===== config.mk =====
export PLATFORM = sky130hd
export DESIGN_NAME = storeFormat
export DESIGN_NICKNAME = d
export VERILOG_FILES = /design/src/common/lsuPkg.sv /design/src/storeFormat.sv
export VERILOG_INCLUDE_DIRS = /design/src /design/src/common
export SDC_FILE = /design/constraint.sdc
export NUM_CORES = 1
export LEC_CHECK = 0
export ABC_CLOCK_PERIOD_IN_PS = 3800
export BUFFER_PORTS_ARGS = -buffer_cell sky130_fd_sc_hd__clkbuf_2
export CORE_ASPECT_RATIO = 1.25
export CORE_MARGIN = 1
export CORE_UTILIZATION = 46
export CTS_CLUSTER_DIAMETER = 50
export DETAILED_ROUTE_END_ITERATION = 12
export MAX_ROUTING_LAYER = met4
export PLACE_DENSITY = 0.95
export SYNTH_ARGS = -nofsm -noshare
export SYNTH_HDL_FRONTEND = slang
export SYNTH_SLANG_ARGS = --single-unit

===== constraint.sdc =====
create_clock -name clk -period 3.8 [get_ports clk]
set_input_delay 0.76 -clock clk [delete_from_list [all_inputs] [get_ports clk]]
set_output_delay 0.76 -clock clk [all_outputs]
set_load 0.05 [all_outputs]

===== src/common/lsu_macros.svh =====
//////////////////////////////////////////////////
// Width and DTIM sizing for the load/store unit
// Width is fixed at 32 bits, addresses are physical
// DTIM depth must equal 2**LSU_DTIM_ADR_BITS
//////////////////////////////////////////////////

`ifndef LSU_MACROS_SVH
`define LSU_MACROS_SVH

// Data and address width
`define LSU_XLEN 32

// Number of 32-bit words in the DTIM
`define LSU_DTIM_WORDS 256

// Word index width into the DTIM
`define LSU_DTIM_ADR_BITS 8

`endif


===== src/common/lsuPkg.sv =====
//////////////////////////////////////////////////
// Shared types for the load/store unit
// memRwT encoding matches the pipeline MemRW field
// accessSizeT is funct3 of the load/store opcode
//////////////////////////////////////////////////

`default_nettype none

`include "lsu_macros.svh"

package lsuPkg;

  // Data or address word
  typedef logic [`LSU_XLEN-1:0] wordT;

  // One write enable per byte lane
  typedef logic [`LSU_XLEN/8-1:0] byteMaskT;

  // Memory operation in a stage
  typedef enum logic [1:0] {
    memNone  = 2'b00,                            // No access
    memWrite = 2'b01,                            // Store
    memRead  = 2'b10                             // Load
  } memRwT;

  // Access size and sign, straight from funct3
  typedef enum logic [2:0] {
    sizeByte  = 3'd0,                            // lb / sb
    sizeHalf  = 3'd1,                            // lh / sh
    sizeWord  = 3'd2,                            // lw / sw
    sizeByteU = 3'd4,                            // lbu
    sizeHalfU = 3'd5                             // lhu
  } accessSizeT;

endpackage

`default_nettype wire


===== src/storeFormat.sv =====
//////////////////////////////////////////////////
// E to M address register and store formatting
// Misaligned halfword/word accesses fault, never spill
// Big-endian mirrors both the mask and the data
//////////////////////////////////////////////////

`timescale 1ns/1ns
`default_nettype none

module storeFormat (
  input  logic               clk,                       // Core clock
  input  logic               rst,                       // Synchronous reset
  input  logic               StallM,                    // Hold the address register
  input  logic               FlushM,                    // Clear the address register
  input  logic               FlushW,                    // Suppress the write
  input  lsuPkg::wordT       IEUAdrE,                   // Execute stage address
  input  lsuPkg::memRwT      MemRWM,                    // Memory stage read/write
  input  lsuPkg::accessSizeT Funct3M,                   // Size and sign of access
  input  lsuPkg::wordT       WriteDataM,                // Store data from IEU
  input  logic               BigEndianM,                // Big-endian data access
  output lsuPkg::wordT       IEUAdrM,                   // Memory stage address
  output lsuPkg::byteMaskT   ByteMaskM,                 // Lane write enables
  output lsuPkg::wordT       StoreDataM,                // Lane-aligned store data
  output logic               StoreEnM,                  // Store commits
  output logic               LoadMisalignedFaultM,      // Misaligned load
  output logic               StoreAmoMisalignedFaultM   // Misaligned store
);

  logic             misalignedM;                         // Size and offset disagree
  lsuPkg::byteMaskT leMaskM;                             // Mask in little-endian order
  lsuPkg::wordT     leDataM;                             // Replicated data, little-endian

  //////////////////////////////////////////////////
  // Address register
  //////////////////////////////////////////////////

  always_ff @(posedge clk) begin
    if (rst || FlushM) begin
      IEUAdrM <= '0;                                     // Bubble carries address zero
    end else if (!StallM) begin
      IEUAdrM <= IEUAdrE;
    end
  end

  //////////////////////////////////////////////////
  // Alignment check
  //////////////////////////////////////////////////

  always_comb begin
    unique case (Funct3M[1:0])
      2'b01:   misalignedM = IEUAdrM[0];                 // Halfword on odd byte
      2'b10:   misalignedM = |IEUAdrM[1:0];              // Word off a word boundary
      default: misalignedM = 1'b0;                       // Bytes are always aligned
    endcase
  end

  assign LoadMisalignedFaultM     = (MemRWM == lsuPkg::memRead) && misalignedM;
  assign StoreAmoMisalignedFaultM = (MemRWM == lsuPkg::memWrite) && misalignedM;

  // Faulting or flushed stores never reach the DTIM
  assign StoreEnM = (MemRWM == lsuPkg::memWrite) && !misalignedM && !FlushW;

  //////////////////////////////////////////////////
  // Byte mask and lane replication
  //////////////////////////////////////////////////

  always_comb begin
    unique case (Funct3M[1:0])
      2'b00: begin
        leMaskM = 4'b0001 << IEUAdrM[1:0];              // One lane at the offset
        leDataM = {4{WriteDataM[7:0]}};                 // Byte in every lane
      end
      2'b01: begin
        leMaskM = 4'b0011 << {IEUAdrM[1], 1'b0};        // Low or high half
        leDataM = {2{WriteDataM[15:0]}};                // Half in both halves
      end
      default: begin
        leMaskM = 4'b1111;                               // Whole word
        leDataM = WriteDataM;
      end
    endcase
  end

  // Mirror lanes for big-endian memory
  assign ByteMaskM  = BigEndianM ? {<<{leMaskM}} : leMaskM;
  assign StoreDataM = BigEndianM ? {<<8{leDataM}} : leDataM;

endmodule

`default_nettype wire

### Word-level counts from Yosys, hierarchy flattened

Index checks and enable logic that the tools add are counted.

| word-level totals | value |
|---|---|
| logic and storage cells | 21 |
| register bits | 32 |
| bits of input ports | 75 |
| output and inout bits | 71 |

| cells by class | value |
|---|---|
| mux-type cells | 5 |
| reduce and logical (&&, ||, !) cells | 9 |
| equality and inequality tests | 4 |
| shift operators | 2 |

Operators by type and width:

| kind | count |
|---|---|
| case mux 32 bit (2 select lines) | 1 |
| 2-to-1 mux 32 bit | 1 |
| case mux 4 bit (2 select lines) | 1 |
| equality test 2 x 1 -> 1 bit, second input constant | 2 |
| equality test 2 bit, second input constant | 2 |
| logical AND 1 bit | 4 |
| 2-to-1 mux 4 bit | 1 |
| << shifter 1 x 2 -> 4 bit, first input constant | 1 |
| << shifter 2 x 2 -> 4 bit, first input constant | 1 |
| logical NOT 1 bit | 2 |
| logical NOT 2 bit | 1 |
| case mux 1 bit (2 select lines) | 1 |
| OR reduction 2 bit | 1 |
| logical OR 1 bit | 1 |

### Depth between registers and ports, before layout

| logic depth | value |
|---|---|
| depth in word-level cells | 5 |
| gate-level depth with buffers | 8 |
| mapped depth without buffers | 5 |

### Worst setup path before layout

OpenSTA, ideal clock, no wires.

| path | value |
|---|---|
| kind | input -> output |
| from | input Funct3M[1] |
| to | output StoreDataM[14] |
| slack | 548 ps |
| cell stages on the path | 7 |
| buffers on the path | 3 |
| data required time | 3,040 ps |
| data arrival time | 2,492 ps |
| cells stage by stage | buf_2 > inv_1 > ha_1 > clkbuf_2 > buf_2 > a22oi_1 > o22ai_1 |

| between the ends | value |
|---|---|
| longest elaborated chain between the ends | 3 |
| elaborated cells between the ends (all ways) | 4 |
| classes of those cells | 1 x eq/ne; 2 x mux; 1 x reduce/logical |

RTL lines:

| item | line | source |
|---|---|---|
| start, declared | storeFormat.sv:18 | `input lsuPkg::accessSizeT Funct3M,` |
| equality test 2 x 1 -> 1 bit or logical NOT 2 bit (tied branches) | storeFormat.sv:68 | `unique case (Funct3M[1:0])` |
| case mux 32 bit (2 select lines) (*) | storeFormat.sv:68 |  |
| 2-to-1 mux 32 bit (*) | storeFormat.sv:86 | `assign StoreDataM = BigEndianM ? {<<8{leDataM}} : leDataM;` |
| end, declared | storeFormat.sv:23 | `output lsuPkg::wordT StoreDataM,` |

Mark *: on every way between the ends. The rest lies on a longest branch, timed or not.

### Worst setup path after layout

| path | value |
|---|---|
| from | input Funct3M[1] |
| to | output StoreDataM[29] |

The elaborated chain is that of the path after synthesis.

==> results.cfg <==
[global_routing]
grt_pass1_vias = 2130
grt-ovfl-total = 0
grt_max_degree = 37
grt_usage = 0.226
grt_pass1_wl_mm = 8.96
antenna_found_initial = 0

[power]
p_per_area_mw_per_mm2 = 366
power_mw = 1.11
leakagePower_nw = 1.55
ir_drop_v = 0.000361

[placement]
port_buffers = 144
post-dp-hpwl_mm = 4.63
place_congestion = 0.833
post_dp_cell_area_mm2 = 0.00293

[sta]
rsz0062_at_grt = no
fin_crit_sh = 0.848
finalSetupViolCount = 0
fmax_ghz = 0.310
tns_ps = 0
tightest_slew_ps = 1030
timing.slew.headroom = 0.316
drv_slew = 0
fin_crit_ps = 3220
skew_ps = 0
finalHoldViolCount = 0

[routing]
avgRoutedWirePerCell_um = 13.3
wl_mm = 6.00
dr.pass1.iters = 4
vias_per_cell = 5.37
antenna_left = 0
num_vias = 2423
drt_iter0_drc = 109
drc = 0

[worst_hold_path]
hold_path.class = reg2reg

[worst_setup_path]
crit_top_cell = clkbuf_2
critPathSlowestCell = nand2b_1
start_kind = input port
arrival_ps = 2460
crit_type = in2out
max_stage_delay_ps = 530
crit_fanout = 14
cp-end-kind = output pin
required_ps = 3040
crit_chain = clkbuf_2, inv_1, ha_1, nand2b_1, a22oi_1, o31ai_2, clkbuf_2

[yosys]
synthTopCellsByArea = dfxtp_1 29%, mux2i_1 18%, nor2_1 6.7%
synth-edff-count = 0
syn_area_per_cell_um2 = 8.69
ys.flop_type = dfxtp_1
synthCells = 257
synth_area_mm2 = 0.00223
synth_commonest_cells = 40 x mux2i_1, 40 x nor2_1, 32 x dfxtp_1
ys_seq_area_frac = 0.287
yosys.cell_types.count = 31
synth.ff_latch_count = 32
yosys.area.top_type = dfxtp_1
ys_warn_count = 0
syn_nets = 336
synth_top_area_frac = 0.287
synthArstFlopShare = 0

[clock_network]
clkTransAtPathRegs_ps = 70
h-tree-depth = 2
cts_hold_buf = 0
cts_resized = 0
clock_path_buffers = 2
clk_latency_ps = 280
cts_tree = done
cts_num_sinks = 32
cts_buffers = 5
cts_setup_buffers = 0
root_buffer = clkbuf_8

[cells_and_area]
num_antenna_cells = 0
fin_nets = 469
register_area_um2 = 641
finish.utilization = 0.648
fin_area_mm2 = 0.00304
reg_top3 = IEUAdrM x32
drive_gt1_frac = 0.468
largest-register = IEUAdrM
area.growth.synth_to_final_pct = 36.2
fillerInstances = 358
largest_register_ffs = 32
multi_input_area_mm2 = 0.00141

[flow_run]
cap_violations = 0

[outcome]
outcome = complete, no violations

[die]
chipHeight_um = 79.9
initial_core_util = 0.476
ios = 146
die_w_um = 64.3
rows = 28
fp.dieArea_mm2 = 0.00514
coreArea_mm2 = 0.00469
==> through the flow <==
stage	std cells	setup slack (ps)	hold WS, ps
2_1_floorplan	257	548	746
3_3_place_gp	443	656	474
3_5_place_dp	443	587	487
4_1_cts	451	584	499
5_1_grt	451	466	526
6_report	451	578	497
==> routing by layer <==
metal | track usage | routed length [µm] | up-vias
li1 | - | - | 1195
met1 | 0.223 | 2390 | 1072
met2 | 0.421 | 2960 | 138
met3 | 0.0457 | 493 | 18
met4 | 0.102 | 152 | 0
met5 | - | 0 | -
==> worst paths after layout <==
path / from / slack [ps] / cells after the start / to
min reg2reg: IEUAdrM[4] / 500 / 2 / IEUAdrM[4]
min: IEUAdrM[4] / 500 / 2 / IEUAdrM[4]
max reg2reg: IEUAdrM[1] / 2980 / 2 / IEUAdrM[1]
max: Funct3M[1] / 580 / 7 / StoreDataM[29]
==> where the power goes <==
group          internal, mW  switching (mW)
registers             0.347         0.00723
clock network         0.194           0.129
logic                 0.129           0.308
total                 0.670           0.444
==> kinds of logic after synthesis <==
group           count (synthesis)  synth area share
simple gates                   73             0.155
compound gates                 79             0.276
fa+ha+maj                       4            0.0224
buf+inv                        29            0.0807
flops                          32             0.287
mux                            40             0.179
==> placed cells by master (no fill, tap or decap), types with 2 or more instances in the layout <==
| cell type | count |
|---|---|
| o21ai_0 | 8 |
| nor3b_2 | 2 |
| a22oi_2 | 7 |
| dfxtp_1 | 32 |
| nand2b_1 | 6 |
| o31ai_2 | 7 |
| nor2_1 | 40 |
| inv_1 | 4 |
| or2_1 | 2 |
| buf_4 | 7 |
| nand2_1 | 11 |
| o2bb2ai_1 | 7 |
| nand3_1 | 5 |
| o22ai_1 | 18 |
| mux2i_1 | 40 |
| o21ai_2 | 6 |
| o21ai_1 | 15 |
| nor2b_1 | 2 |
| ha_1 | 4 |
| a22oi_1 | 8 |
| clkbuf_2 | 143 |
| clkbuf_8 | 5 |
| or2b_1 | 4 |
==> cell type report <==
class / count / share of cell area
flip-flops and latches: 32 / 0.211
clock inverters: 3 / 0.0140
clock buffers: 5 / 0.0226
multi-input cells: 196 / 0.464
well taps: 60 / 0.0247
inverters: 4 / 0.00493
repair buffers: 151 / 0.259
==> critical path, delay by kind of cell <==
family                   cells  cell delay (ps)
buffers and inverters        3              490
AO/OA/AOI/OAI                2              500
AND/OR/NAND/NOR              1              530
adder cells (fa/ha/maj)      1              170
Power figures use the tool's default switching activity.
