### src/common/lsu_macros.svh
//////////////////////////////////////////////////
// Width and DTIM sizing for the load/store unit
// Width is fixed at 32 bits, addresses are physical
// DTIM depth must equal 2**LSU_DTIM_ADR_BITS
//////////////////////////////////////////////////

`ifndef LSU_MACROS_SVH
`define LSU_MACROS_SVH

// Data and address width
`define LSU_XLEN 32

// Number of 32-bit words in the DTIM
`define LSU_DTIM_WORDS 256

// Word index width into the DTIM
`define LSU_DTIM_ADR_BITS 8

`endif

### src/common/lsuPkg.sv
//////////////////////////////////////////////////
// Shared types for the load/store unit
// memRwT encoding matches the pipeline MemRW field
// accessSizeT is funct3 of the load/store opcode
//////////////////////////////////////////////////

`default_nettype none

`include "lsu_macros.svh"

package lsuPkg;

  // Data or address word
  typedef logic [`LSU_XLEN-1:0] wordT;

  // One write enable per byte lane
  typedef logic [`LSU_XLEN/8-1:0] byteMaskT;

  // Memory operation in a stage
  typedef enum logic [1:0] {
    memNone  = 2'b00,                            // No access
    memWrite = 2'b01,                            // Store
    memRead  = 2'b10                             // Load
  } memRwT;

  // Access size and sign, straight from funct3
  typedef enum logic [2:0] {
    sizeByte  = 3'd0,                            // lb / sb
    sizeHalf  = 3'd1,                            // lh / sh
    sizeWord  = 3'd2,                            // lw / sw
    sizeByteU = 3'd4,                            // lbu
    sizeHalfU = 3'd5                             // lhu
  } accessSizeT;

endpackage

`default_nettype wire

### src/loadFormat.sv
//////////////////////////////////////////////////
// Load formatting and M to W read data register
// Swap happens before lane select, matching the
// mirrored store path
// Misaligned loads still return data; the fault
// output is what stops the pipeline using it
//////////////////////////////////////////////////

`timescale 1ns/1ns
`default_nettype none

`include "lsu_macros.svh"

module loadFormat (
  input  logic               clk,                       // Core clock
  input  logic               StallW,                    // Hold the W register
  input  lsuPkg::wordT       ReadDataWordM,             // Raw DTIM word
  input  lsuPkg::wordT       IEUAdrM,                   // Memory stage address
  input  lsuPkg::accessSizeT Funct3M,                   // Size and sign of access
  input  logic               BigEndianM,                // Big-endian data access
  output lsuPkg::wordT       ReadDataW                  // Load result to writeback
);

  lsuPkg::wordT leWordM;                                 // Word in little-endian order
  logic [7:0]   byteM;                                   // Addressed byte
  logic [15:0]  halfM;                                   // Addressed halfword
  lsuPkg::wordT ReadDataM;                               // Extended result

  //////////////////////////////////////////////////
  // Endian swap and lane select
  //////////////////////////////////////////////////

  assign leWordM = BigEndianM ? {<<8{ReadDataWordM}} : ReadDataWordM;

  assign byteM = leWordM[{IEUAdrM[1:0], 3'b000} +: 8];   // Byte at offset
  assign halfM = IEUAdrM[1] ? leWordM[31:16]             // Upper half
                            : leWordM[15:0];             // Lower half

  //////////////////////////////////////////////////
  // Sign or zero extension
  //////////////////////////////////////////////////

  always_comb begin
    case (Funct3M)
      lsuPkg::sizeByte:  ReadDataM = {{(`LSU_XLEN-8){byteM[7]}}, byteM};
      lsuPkg::sizeHalf:  ReadDataM = {{(`LSU_XLEN-16){halfM[15]}}, halfM};
      lsuPkg::sizeByteU: ReadDataM = {{(`LSU_XLEN-8){1'b0}}, byteM};
      lsuPkg::sizeHalfU: ReadDataM = {{(`LSU_XLEN-16){1'b0}}, halfM};
      default:           ReadDataM = leWordM;             // Word or unused funct3
    endcase
  end

  //////////////////////////////////////////////////
  // M to W register
  //////////////////////////////////////////////////

  always_ff @(posedge clk) begin
    if (!StallW) begin
      ReadDataW <= ReadDataM;                            // Formatted load to writeback
    end
  end

endmodule

`default_nettype wire

### config.mk
export PLATFORM = sky130hd
export DESIGN_NAME = loadFormat
export DESIGN_NICKNAME = d
export VERILOG_FILES = /design/src/common/lsuPkg.sv /design/src/loadFormat.sv
export VERILOG_INCLUDE_DIRS = /design/src /design/src/common
export SDC_FILE = /design/constraint.sdc
export NUM_CORES = 1
export LEC_CHECK = 0
export ABC_AREA = 1
export BUFFER_PORTS_ARGS = -buffer_cell sky130_fd_sc_hd__buf_4
export CORE_UTILIZATION = 40
export CTS_CLUSTER_SIZE = 14
export DETAILED_ROUTE_END_ITERATION = 10
export PLACE_DENSITY = 0.67
export SLEW_MARGIN = 20
export SYNTH_ARGS = -nofsm -noshare
export SYNTH_HDL_FRONTEND = slang
export SYNTH_SLANG_ARGS = --single-unit
### constraint.sdc
create_clock -name clk -period 2.06 [get_ports clk]
set_input_delay 0.618 -clock clk [delete_from_list [all_inputs] [get_ports clk]]
set_output_delay 0.618 -clock clk [all_outputs]
set_load 0.005 [all_outputs]
---- After elaboration in Yosys (flattened, before gate mapping) ----
Index checks and enable logic that the tools add are counted.
word-level totals
  memories kept ........................... 0
  bits in latches ......................... 0
  output and inout bits ................... 32
  register bits ........................... 32
  ROM bits ................................ 0
  RAM bits ................................ 0
  word-level logic and storage cells ...... 9
  input bits .............................. 70
operators by class
  add/subtract/negate cells ............... 0
  order comparisons ....................... 0
  multiply operators ...................... 0
  divide/modulo/power cells ............... 0
  reduce and logical (&&, ||, !) cells .... 1
  shift-type cells ........................ 1
  muxes and demuxes ....................... 3
  eq/ne operators ......................... 3
  bitwise gates (word level) .............. 0
operators with widths
  operator                                                         count
  32-bit one-hot mux with 4 select lines                           1
  32-bit 2-to-1 mux                                                1
  32-bit by 6-bit variable part select with 8-bit output           1
  16-bit 2-to-1 mux                                                1
  3-bit == test, second input constant                             2
  3-bit by 1-bit == test with 1-bit output, second input constant  1
  3-bit logical NOT                                                1

---- Logic depth before layout (Yosys ltp) ----
Gate-level depths: netlist of run 1.
  word-level depth ........................ 3
  gate-level depth with buffers ........... 10
  depth with buffers taken out ............ 8

---- Least setup slack after synthesis of run 1 ----
No wires, ideal clock.
  kind .................................... input -> register
  start ................................... in StallW
  end ..................................... reg ReadDataW[0], enable pin
  cell stages on the path ................. 1
  data required time ...................... 1.673 ns
  library setup time ...................... 0.387 ns
  path buffers ............................ 0
  slack ................................... 0.428 ns
  arrival ................................. 1.246 ns
  path through ............................ inv_1
RTL lines
  element               line              RTL
  from (decl)           loadFormat.sv:16  input logic StallW,
  to (signal assigned)  loadFormat.sv:59  ReadDataW <= ReadDataM;
  to (decl)             loadFormat.sv:21  output lsuPkg::wordT ReadDataW
No word-level cell between the ends.

---- Worst setup path after layout of run 1 ----
  start ................................... in BigEndianM
  end ..................................... reg ReadDataW[5], data pin
on the way
  word-level cells in the longest chain between the ends .. 3
  elaborated cells on any way between the ends .. 4
  those cells by class .................... 1 x shift; 3 x mux
ends and longest elaborated chain
  element                                                                                      line                                RTL
  from (decl)                                                                                  loadFormat.sv:20                    input logic BigEndianM,
  32-bit 2-to-1 mux *                                                                          loadFormat.sv:33                    assign leWordM = BigEndianM ? {<<8{ReadDataWordM}} : ReadDataWordM;
  32-bit by 6-bit variable part select with 8-bit output or 16-bit 2-to-1 mux (tied branches)  loadFormat.sv:35, loadFormat.sv:36
  32-bit one-hot mux with 4 select lines *                                                     loadFormat.sv:44                    case (Funct3M)
  named net ReadDataM[5]                                                                       loadFormat.sv:27                    lsuPkg::wordT ReadDataM;
The timed path passes the listed nets; every way through them passes the cells marked *.
A chain may end at the register's enable or synchronous reset.

==> results.md, run 1 <==
* run status: completed
* headroom to the max-slew limit: 74.7%
* cell leakage power: 0.00154 µW
* share of flip-flops with an asynchronous set or reset after synthesis: 0%
* number of synthesized flops with an enable pin: 32
* clock buffer count from CTS: 5
* Worst Path Max Fanout: 38
* pin count of the biggest net entering global routing: 39
* Detailed Routing Iterations Pass 1: 5
* vias in the first global route: 1863
* setup repair after global routing missed its margin: no
* overall routed net length: 5400 µm
* post-synth net total: 384
* global route total overflow: 0
* GRT Resource Usage Total: 18.3%
* Die Wd: 79.1 µm
* fraction of final layout cells with drive strength greater than 1: 30.1%
* count of hold buffers inserted by post-cts repair: 0
* number of synthesis warnings: 0
* number of DRC markers after the initial detailed-route iteration: 168
* largest reg by FF count: ReadDataW
* worst hold-check path type: input pin to register
* layout-stage area growth over the synthesis result: 29.1%
* post-synthesis xor/xnor area fraction: 0%
* post-layout min period: 1650 ps
* HPWL after detailed placement: 4120 µm
* DR DRC count: 0
* io pins: 102
* die area: 6250 µm²
* category of the most critical setup path: input pin to register
* # resized after CTS: 0
* simple-gate portion of the synthesized area: 38.1%
* Total Negative Setup Slacks: 0 ps
* setup slack of the critical path after layout: 410 ps
* gate count of the mapped netlist: 314
* worst hold path depth: 3
* Post-CTS Setup Inserts: 0
* highest achievable clock rate: 606 MHz
* main flop type after synthesis: sky130_fd_sc_hd__edfxtp_1
* initial standard-cell utilization of the core: 42.3%
* type of element capturing the critical path: register
* total design power: 1880 µW
* flip-flop count of the largest register, all copies and words added: 32
* Final Instance Area: 3070 µm²
* clock edge transition at the registers on the reported setup and hold paths: 60 ps
* Met3 Wirelength: 351 µm
* cell repeated most along the worst path: sky130_fd_sc_hd__nand2_1
* Seq cells post-synth: 32
* Seq/Total Area, Yosys: 40.5%
* Avg Synthesized Cell Area: 7.56 µm²
* count of cell types in the netlist: 28
* Critical Path Start Type: input pin
* main combinational cell family by area after synthesis: simple AND/OR/NAND/NOR gates
* initial antenna violation count: 0
* Nets: 455
* final weighted congestion of routability-driven global placement: 0.881
* share of the synthesized area in compound gates (AO/OA/AOI/OAI): 9.64%
* Post-Synthesis Cell Area: 2370 µm²
* adder-cell share of the synthesized area: 0%
* number of diodes added for antenna fixing: 0
* final-report max-slew violation count: 0
* required time at the worst-slack endpoint: 2080 ps
* ratio of total power to cell area: 614 nW/µm²
* number of H-tree levels: 2
* final worst path period share: 80.1%
* count of input and output buffers: 71
* final-layout fill cell count: 516
* critical path's slowest cell: sky130_fd_sc_hd__buf_12
* post-DR vias/cell: 4.71
* length of routed wiring on met1: 2680 µm
* worst slack on hold paths: 738 ps
* max cap viols: 0
* IR Drop Worst-Case VDD: 0.261 mV
* total placed instance area: 2960 µm²
* core region area: 5610 µm²
* arrival time reported for the critical path endpoint: 1670 ps
* total number of clock tree sinks: 32
* endpoints failing hold: 0
* DIE HEIGHT: 79.1 µm
* worst slew pin tran: 379 ps
* CTS tree: done
* Crit path largest cell delay: 190 ps
* cell breakdown of the critical path: buf_4, inv_2, buf_12, nand2_1, o21ai_1, nand2_1, nand3_1, o21ai_1, inv_1, nand2_1
* total number of vias: 2157
* global-route wire length before repair: 8780 µm
* Top Metal Used: met4
* maximum number of buffers from clock root to sink: 2
* buffers and inverters on the worst path: 4
* post-detailed-route wirelength per cell: 11.8 µm
* Detail Route met2 WL: 2330 µm
* Worst path top cell family by delay: buffers and inverters
* biggest registers after layout: ReadDataW x32
* critical path depth in cells: 10
* endpoints failing setup: 0
* pre-CTS setup slack: 154 ps
* number of placement rows: 27
* number of nets still failing antenna checks after routing: 0
* mux contribution to synthesized area: 3.06%
* buffer cell driving the clock tree root: sky130_fd_sc_hd__clkbuf_8
## per-stage QoR
step,utilization (%),std cells
finish,54.7,458
CTS,54.7,458
floorplan,-,314
global placement,52.8,450
detailed placement,52.8,450
global route,54.7,458
## tightest hold or removal path, cell delays in order
cell	delay, ps
sky130_fd_sc_hd__buf_4	140
sky130_fd_sc_hd__nand2_1	80
sky130_fd_sc_hd__nand3_2	60
## path summary, 6_finish.rpt
check,startpoint,end
setup / recovery,BigEndianM,ReadDataW[5]
hold / removal,Funct3M[1],ReadDataW[26]
## area by class of cell
cell class	instances	area (µm²)	area share, %
tap	72	90.1	2.94
multi-input combinational	242	1210	39.3
sequential	32	961	31.3
clock inverter	3	37.5	1.22
timing repair buffer	80	613	20.0
clock buffer	5	68.8	2.24
inverter	24	90.1	2.94
## logic make-up (layout without fill, tap and decap cells)
kind of cell | Yosys count | after routing
simple gates | 198 | 198
mux | 6 | 6
flops | 32 | 32
buf+inv | 40 | 112
compound gates | 38 | 38
## cells in the final DEF, fill, tap and decap left out, drive strengths merged, types with 10 or more instances in the layout
master  synthesis  final
nand2         130    130
buf            13     80
nand3          41     41
edfxtp         32     32
inv            23     23
o21ai          17     17
nor2           13     13
a21oi          13     13
or2            10     10
## metal layers
metal  track usage (%)  vias to the layer above
met3              3.22                        2
met1              27.0                      906
met5                 0                        -
li1                  -                     1169
met4              6.00                        0
met2              26.7                       80
## synthesized netlist by cell type (5+ instances only)
cell type | count | area share [%]
sky130_fd_sc_hd__a21boi_1 | 6 | 1.9
sky130_fd_sc_hd__a21oi_1 | 10 | 2.1
sky130_fd_sc_hd__buf_6 | 6 | 2.8
sky130_fd_sc_hd__edfxtp_1 | 32 | 40
sky130_fd_sc_hd__inv_1 | 19 | 3.0
sky130_fd_sc_hd__mux2i_1 | 5 | 2.1
sky130_fd_sc_hd__nand2_1 | 126 | 20
sky130_fd_sc_hd__nand3_1 | 29 | 6.1
sky130_fd_sc_hd__nand3_2 | 12 | 5.1
sky130_fd_sc_hd__nor2_1 | 13 | 2.1
sky130_fd_sc_hd__o21ai_1 | 14 | 3.0
sky130_fd_sc_hd__or2_0 | 5 | 1.3
## where the power goes
part,leakage [µW],switching (µW),internal (µW)
Clock,0.0000532,209,351
Combinational,0.00118,259,242
Sequential,0.000311,18.0,804
Total,0.00154,486,1400
No activity file was read; power rests on OpenSTA's default activity.
==> run 2, diff against run 1 <==
- PLACE_DENSITY: 0.67 -> 0.7
- clock period: 2.06 -> 1.38 ns (I/O delays scaled with it)
==> run 2 against run 1 <==
Net effect: via count up 7.3%; total power up 57%; sequential cell count unchanged; wire length up 7.4%.
==> results.md, run 2 (synthesis gave the netlist of run 1 again) <==
* flip-flop count of the largest register, all copies and words added: 32, unchanged
* final worst path period share: 96.8%
* Nets: 483, +6.2%
* post-layout min period: 1340 ps
* worst hold-check path type: input pin to register
* pin count of the biggest net entering global routing: 33, -15%
* CTS tree: done
* cell leakage power: 0.00172 µW, +11%
* worst slew pin tran: 271 ps, -107 ps
* total placed instance area: 3220 µm², +8.9%
* biggest registers after layout: ReadDataW x32
* count of hold buffers inserted by post-cts repair: 0, unchanged
* buffer cell driving the clock tree root: sky130_fd_sc_hd__clkbuf_8
* overall routed net length: 5790 µm, +7.4%
* number of nets still failing antenna checks after routing: 0, unchanged
* endpoints failing hold: 0, unchanged
* largest reg by FF count: ReadDataW
* DR DRC count: 0, unchanged
* post-detailed-route wirelength per cell: 11.9 µm, +1.2%
* io pins: 102, unchanged
* Total Negative Setup Slacks: 0 ps, unchanged
* Critical Path Start Type: input pin
* number of placement rows: 27, unchanged
* Worst Path Max Fanout: 11, -71%
* final-layout fill cell count: 527, +2.1%
* highest achievable clock rate: 749 MHz
* initial standard-cell utilization of the core: 42.3%, unchanged
* max cap viols: 0, unchanged
* DIE HEIGHT: 79.1 µm, unchanged
* die area: 6250 µm², unchanged
* post-DR vias/cell: 4.76, +1.1%
* number of cells in the finished layout apart from fillers: 486, +6.1%
* critical path's slowest cell: sky130_fd_sc_hd__o21ai_1
* clock edge transition at the registers on the reported setup and hold paths: 60 ps, about the same
* global route total overflow: 0, unchanged
* worst slack on hold paths: 601 ps, -137 ps
* top library cells by usage in the layout, fill and taps aside: sky130_fd_sc_hd__nand2_1 (126), sky130_fd_sc_hd__buf_4 (101), sky130_fd_sc_hd__edfxtp_1 (32), sky130_fd_sc_hd__nand3_1 (29), sky130_fd_sc_hd__inv_1 (18)
* maximum number of buffers from clock root to sink: 2, unchanged
* final-report max-slew violation count: 0, unchanged
* fraction of final layout cells with drive strength greater than 1: 37.4%, +7.4 points
* total design power: 2950 µW, +57%
* number of H-tree levels: 2, unchanged
* total number of clock tree sinks: 32, unchanged
* setup repair after global routing missed its margin: no
* IR Drop Worst-Case VDD: 0.516 mV, +97%
* layout-stage area growth over the synthesis result: 42.9%
* GRT Resource Usage Total: 19.1%, +0.87 points
* commonest non-fill, non-tap cell in the layout: sky130_fd_sc_hd__nand2_1
* HPWL after detailed placement: 4500 µm, +9.3%
* type of element capturing the critical path: register
* ratio of total power to cell area: 869 nW/µm², +42%
* core region area: 5610 µm², unchanged
* vias in the first global route: 2023, +8.6%
* count of input and output buffers: 71, unchanged
* global-route wire length before repair: 9330 µm, +6.2%
* clock buffer count from CTS: 5, unchanged
* dpl cells: 477, +6.0%
* run status: completed
* Final Instance Area: 3390 µm², +11%
* number of DRC markers after the initial detailed-route iteration: 140, -17%
* Detailed Routing Iterations Pass 1: 4, -1
* cell breakdown of the critical path: buf_4, inv_8, clkbuf_16, o21ai_1, mux2i_1, a21oi_1, nand2_1
* headroom to the max-slew limit: 81.8%, +7.1 points
* number of diodes added for antenna fixing: 0, unchanged
* initial antenna violation count: 0, unchanged
* arrival time reported for the critical path endpoint: 1370 ps, -300 ps
* final weighted congestion of routability-driven global placement: 0.899, +2.0%
* category of the most critical setup path: input pin to register
* Die Wd: 79.1 µm, unchanged
* Crit path largest cell delay: 240 ps, +50 ps
* total number of vias: 2315, +7.3%
* required time at the worst-slack endpoint: 1410 ps, -670 ps
* endpoints failing setup: 0, unchanged
run 2: changes by cell type in the layout (fill, tap and decap cells not counted), sizes merged:
cell      before  now
buf           80  107
clkbuf         5    7
clkinv         3    1
clkinvlp       0    1
run 2: path summary, 6_finish.rpt:
| path | startpoint | end | slack [ps] | cells past startpoint |
|---|---|---|---|---|
| worst max-delay path | BigEndianM | ReadDataW[0] | 40 | 7 |
| worst min-delay path | ReadDataWordM[27] | ReadDataW[3] | 600 | 5 |
run 2: area by class of cell:
| cell class | instances | area [µm²] | share of cell area [%] |
|---|---|---|---|
| tap | 72 | 90.1 | 2.65 |
| clock buffer | 6 | 72.6 | 2.14 |
| clock inverter | 2 | 35.0 | 1.03 |
| inverter | 24 | 104 | 3.06 |
| multi-input combinational | 242 | 1240 | 36.4 |
| sequential | 32 | 961 | 28.3 |
| timing repair buffer | 108 | 895 | 26.4 |
run 2: worst max-delay path: cells and delay by family:
kind            cells  cell delay, ps
mux                 1             130
simple gates        1              70
compound gates      2             380
buf+inv             3             360
run 2: timing repair:
item / CTS / global route
setup buffers: 0 / 0
gates resized for setup: 0 / 11
endpoints found under the hold margin: 0 / 0
setup endpoints to repair: 0 / 9
run 2: through the flow:
step                setup WS, ps  util, %
floorplan                  0.321        -
global placement            -245     57.5
detailed placement          -255     57.5
CTS                         47.6     59.4
global route               0.321     60.5
finish                      44.6     60.5
run 2: power by group:
part / internal, µW / switching (µW)
Clock: 535 / 327
Combinational: 444 / 420
Sequential: 1200 / 25.4
run 2: layer usage:
layer | vias to the layer above | track usage (%) | wire length, µm
li1 | 1228 | - | -
met1 | 1020 | 27.7 | 2830
met2 | 63 | 29.7 | 2600
met3 | 4 | 2.41 | 310
met4 | 0 | 5.82 | 55
met5 | - | 0 | 0
==> run 3, diff against run 2 <==
- ABC_AREA: 1 -> unset
- MAX_ROUTING_LAYER: unset -> met4
- PLACE_DENSITY: 0.7 -> 0.71
==> run 3 against run 2 <==
Net effect: the run now ends with negative setup slack left; sequential share of layout area grew 0.54 points; cell count shrank 30%; sequential power is essentially flat; total power grew 1.9%; global-route usage grew 2.0 points; die area shrank 8.5%; synthesized cell count shrank 45%; worst setup slack lost 350 ps; area after synthesis shrank 8.7%; critical endpoint is now ReadDataW[5].
==> results.md, run 3 <==
* largest reg by FF count: ReadDataW
* headroom to the max-slew limit: 65.4%, -16 points
* flip-flop count of the largest register, all copies and words added: 32, unchanged
* Die Wd: 75.6 µm, -4.3%
* total design power: 3000 µW, +1.9%
* pin count of the biggest net entering global routing: 33, unchanged
* count of cell types in the netlist: 25, -11%
* post-synth net total: 243, -37%
* Core Util, Final: 64.4%, +3.9 points
* worst slew pin tran: 517 ps, +246 ps
* HPWL after detailed placement: 3740 µm, -17%
* number of synthesis warnings: 0, unchanged
* number of diodes added for antenna fixing: 0, unchanged
* DR DRC count: 0, unchanged
* category of the most critical setup path: input pin to register
* Critical Path Start Type: input pin
* endpoints failing setup: 31, +31
* setup repair after global routing missed its margin: yes
* Worst Path Max Fanout: 4, -7
* die area: 5720 µm², -8.5%
* crit path launch: BigEndianM
* highest achievable clock rate: 592 MHz, -21%
* Seq cells post-synth: 32, unchanged
* number of synthesized flops with an enable pin: 32, unchanged
* total placed instance area: 2890 µm², -10%
* clock edge transition at the registers on the reported setup and hold paths: 70 ps, about the same
* vias in the first global route: 1679, -17%
* overall routed net length: 6020 µm, +3.8%
* layout-stage area growth over the synthesis result: 53.5%
* number of H-tree levels: 2, unchanged
* buffer cell driving the clock tree root: sky130_fd_sc_hd__clkbuf_8
* total number of clock tree sinks: 32, unchanged
* fraction of final layout cells with drive strength greater than 1: 62.1%, +25 points
* gate count of the mapped netlist: 173, -45%
* share of flip-flops with an asynchronous set or reset after synthesis: 0%, unchanged
* Total Negative Setup Slacks: -7190 ps, -7190 ps
* post-layout min period: 1690 ps, +353 ps
* main flop type after synthesis: sky130_fd_sc_hd__edfxtp_1
* DIE HEIGHT: 75.6 µm, -4.3%
* IR Drop Worst-Case VDD: 0.551 mV, +6.8%
* initial standard-cell utilization of the core: 41.9%, -0.43 points
* number of placement rows: 26, -3.7%
* post-synth top area share: 44.3%, +3.9 points
* most common library cells after synthesis: sky130_fd_sc_hd__edfxtp_1 (32), sky130_fd_sc_hd__mux2_2 (29), sky130_fd_sc_hd__a21o_1 (16)
* Nets: 338, -30%
* CTS tree: done
* type of element capturing the critical path: register
* worst min-delay path startpoint: ReadDataWordM[10]
* most frequent cell after synthesis: sky130_fd_sc_hd__edfxtp_1
* arrival time reported for the critical path endpoint: 1720 ps, +350 ps
* top cells by area, synth: sky130_fd_sc_hd__edfxtp_1 (44%), sky130_fd_sc_hd__mux2_2 (15%), sky130_fd_sc_hd__mux4_2 (9.3%), sky130_fd_sc_hd__a221o_1 (6.0%), sky130_fd_sc_hd__a21o_1 (5.5%)
* final-report max-slew violation count: 0, unchanged
* core region area: 5170 µm², -7.8%
* post-detailed-route wirelength per cell: 17.7 µm, +49%
* setup slack of the critical path after layout: -308 ps, -353 ps
* leading area contributor after synthesis: sky130_fd_sc_hd__edfxtp_1
* total number of vias: 1883, -19%
* Seq/Total Area, Yosys: 44.3%, +3.9 points
* max cap viols: 0, unchanged
* worst hold-check path type: input pin to register
* post-DR vias/cell: 5.55, +17%
* GRT Resource Usage Total: 21.1%, +2.0 points
* top library cells by usage in the layout, fill and taps aside: sky130_fd_sc_hd__buf_4 (84), sky130_fd_sc_hd__edfxtp_1 (32), sky130_fd_sc_hd__mux2_2 (19), sky130_fd_sc_hd__a21o_1 (16), sky130_fd_sc_hd__a221o_1 (13)
* endpoints failing hold: 0, unchanged
* commonest non-fill, non-tap cell in the layout: sky130_fd_sc_hd__buf_4
* global-route wire length before repair: 8560 µm, -8.2%
* pre-CTS setup slack: -639 ps, -384 ps
* Detailed Routing Iterations Pass 1: 4, unchanged
* Post-Synthesis Cell Area: 2170 µm², -8.7%
* io pins: 102, unchanged
* ratio of total power to cell area: 903 nW/µm², +3.8%
* Final Instance Area: 3330 µm², -1.9%
* count of input and output buffers: 71, unchanged
* failing checks: negative setup slack
* final worst path period share: 122%, +26 points
* maximum number of buffers from clock root to sink: 2, unchanged
* global route total overflow: 0, unchanged
* number of nets still failing antenna checks after routing: 0, unchanged
* initial antenna violation count: 0, unchanged
* biggest registers after layout: ReadDataW x32
* run status: finished, violations left
* number of DRC markers after the initial detailed-route iteration: 199, +42%
* required time at the worst-slack endpoint: 1410 ps, about the same
* cell leakage power: 0.00150 µW, -13%
* clock buffer count from CTS: 5, unchanged
* final weighted congestion of routability-driven global placement: 0.817, -9.1%
* Avg Synthesized Cell Area: 12.5 µm², +66%
## run 3: path summary, 6_finish.rpt
check / to / slack (ps) / cells after the start
worst max-delay path: ReadDataW[5] / -310 / 8
worst min-delay path: ReadDataW[18] / 550 / 3
## run 3: stage by stage
step / hold WS, ps / cells
detailed placement: 810 / 319
global placement: 809 / 319
finish: 548 / 339
floorplan: 723 / 173
global route: 555 / 339
CTS: 542 / 338
## run 3: cell families (layout without fill, tap and decap cells)
logic type             after synthesis  in the layout  share of synthesized area (%)
AO/OA/AOI/OAI                       49             49                           18.8
buffers and inverters               28            124                           5.77
flip-flops                          32             32                           44.3
multiplexers                        41             41                           25.8
AND/OR/NAND/NOR                     23             23                           5.31
## run 3: report_power, final
group | switching (µW) | total, µW | internal (µW)
clock network | 349 | 884 | 536
logic | 358 | 890 | 532
registers | 29.4 | 1230 | 1200
total | 736 | 3000 | 2270
## run 3: area by class of cell
| cell class | count | area (µm²) |
|---|---|---|
| fillers | 382 | 1840 |
| multi-input cells | 113 | 1170 |
| flip-flops and latches | 32 | 961 |
| repair buffers | 102 | 947 |
| well taps | 70 | 87.6 |
| clock buffers | 6 | 72.6 |
| inverters | 14 | 56.3 |
| clock inverters | 2 | 35.0 |
## run 3: worst max-delay path, cell delays in order
cell                        delay [ps]
sky130_fd_sc_hd__buf_12            110
sky130_fd_sc_hd__buf_6             130
sky130_fd_sc_hd__buf_8             140
sky130_fd_sc_hd__clkbuf_16         150
sky130_fd_sc_hd__mux2_4            310
sky130_fd_sc_hd__inv_2              70
sky130_fd_sc_hd__a211oi_1           90
sky130_fd_sc_hd__a221o_1           290
## run 3: timing repair
item,in CTS,in global routing
cloned,3,2
hold buffers,0,0
buffers inserted,8,0
setup endpoints to repair,32,32
gates resized for setup,25,24
pin swaps,8,6
## run 3: per-layer routing
metal  up-vias  routed length (µm)  track usage, %
met3         6                 260            3.70
li1        872                   -               -
met2        63                3010            31.4
met4         0                  80            7.41
met1       942                2660            29.0
met5         -                   0               -
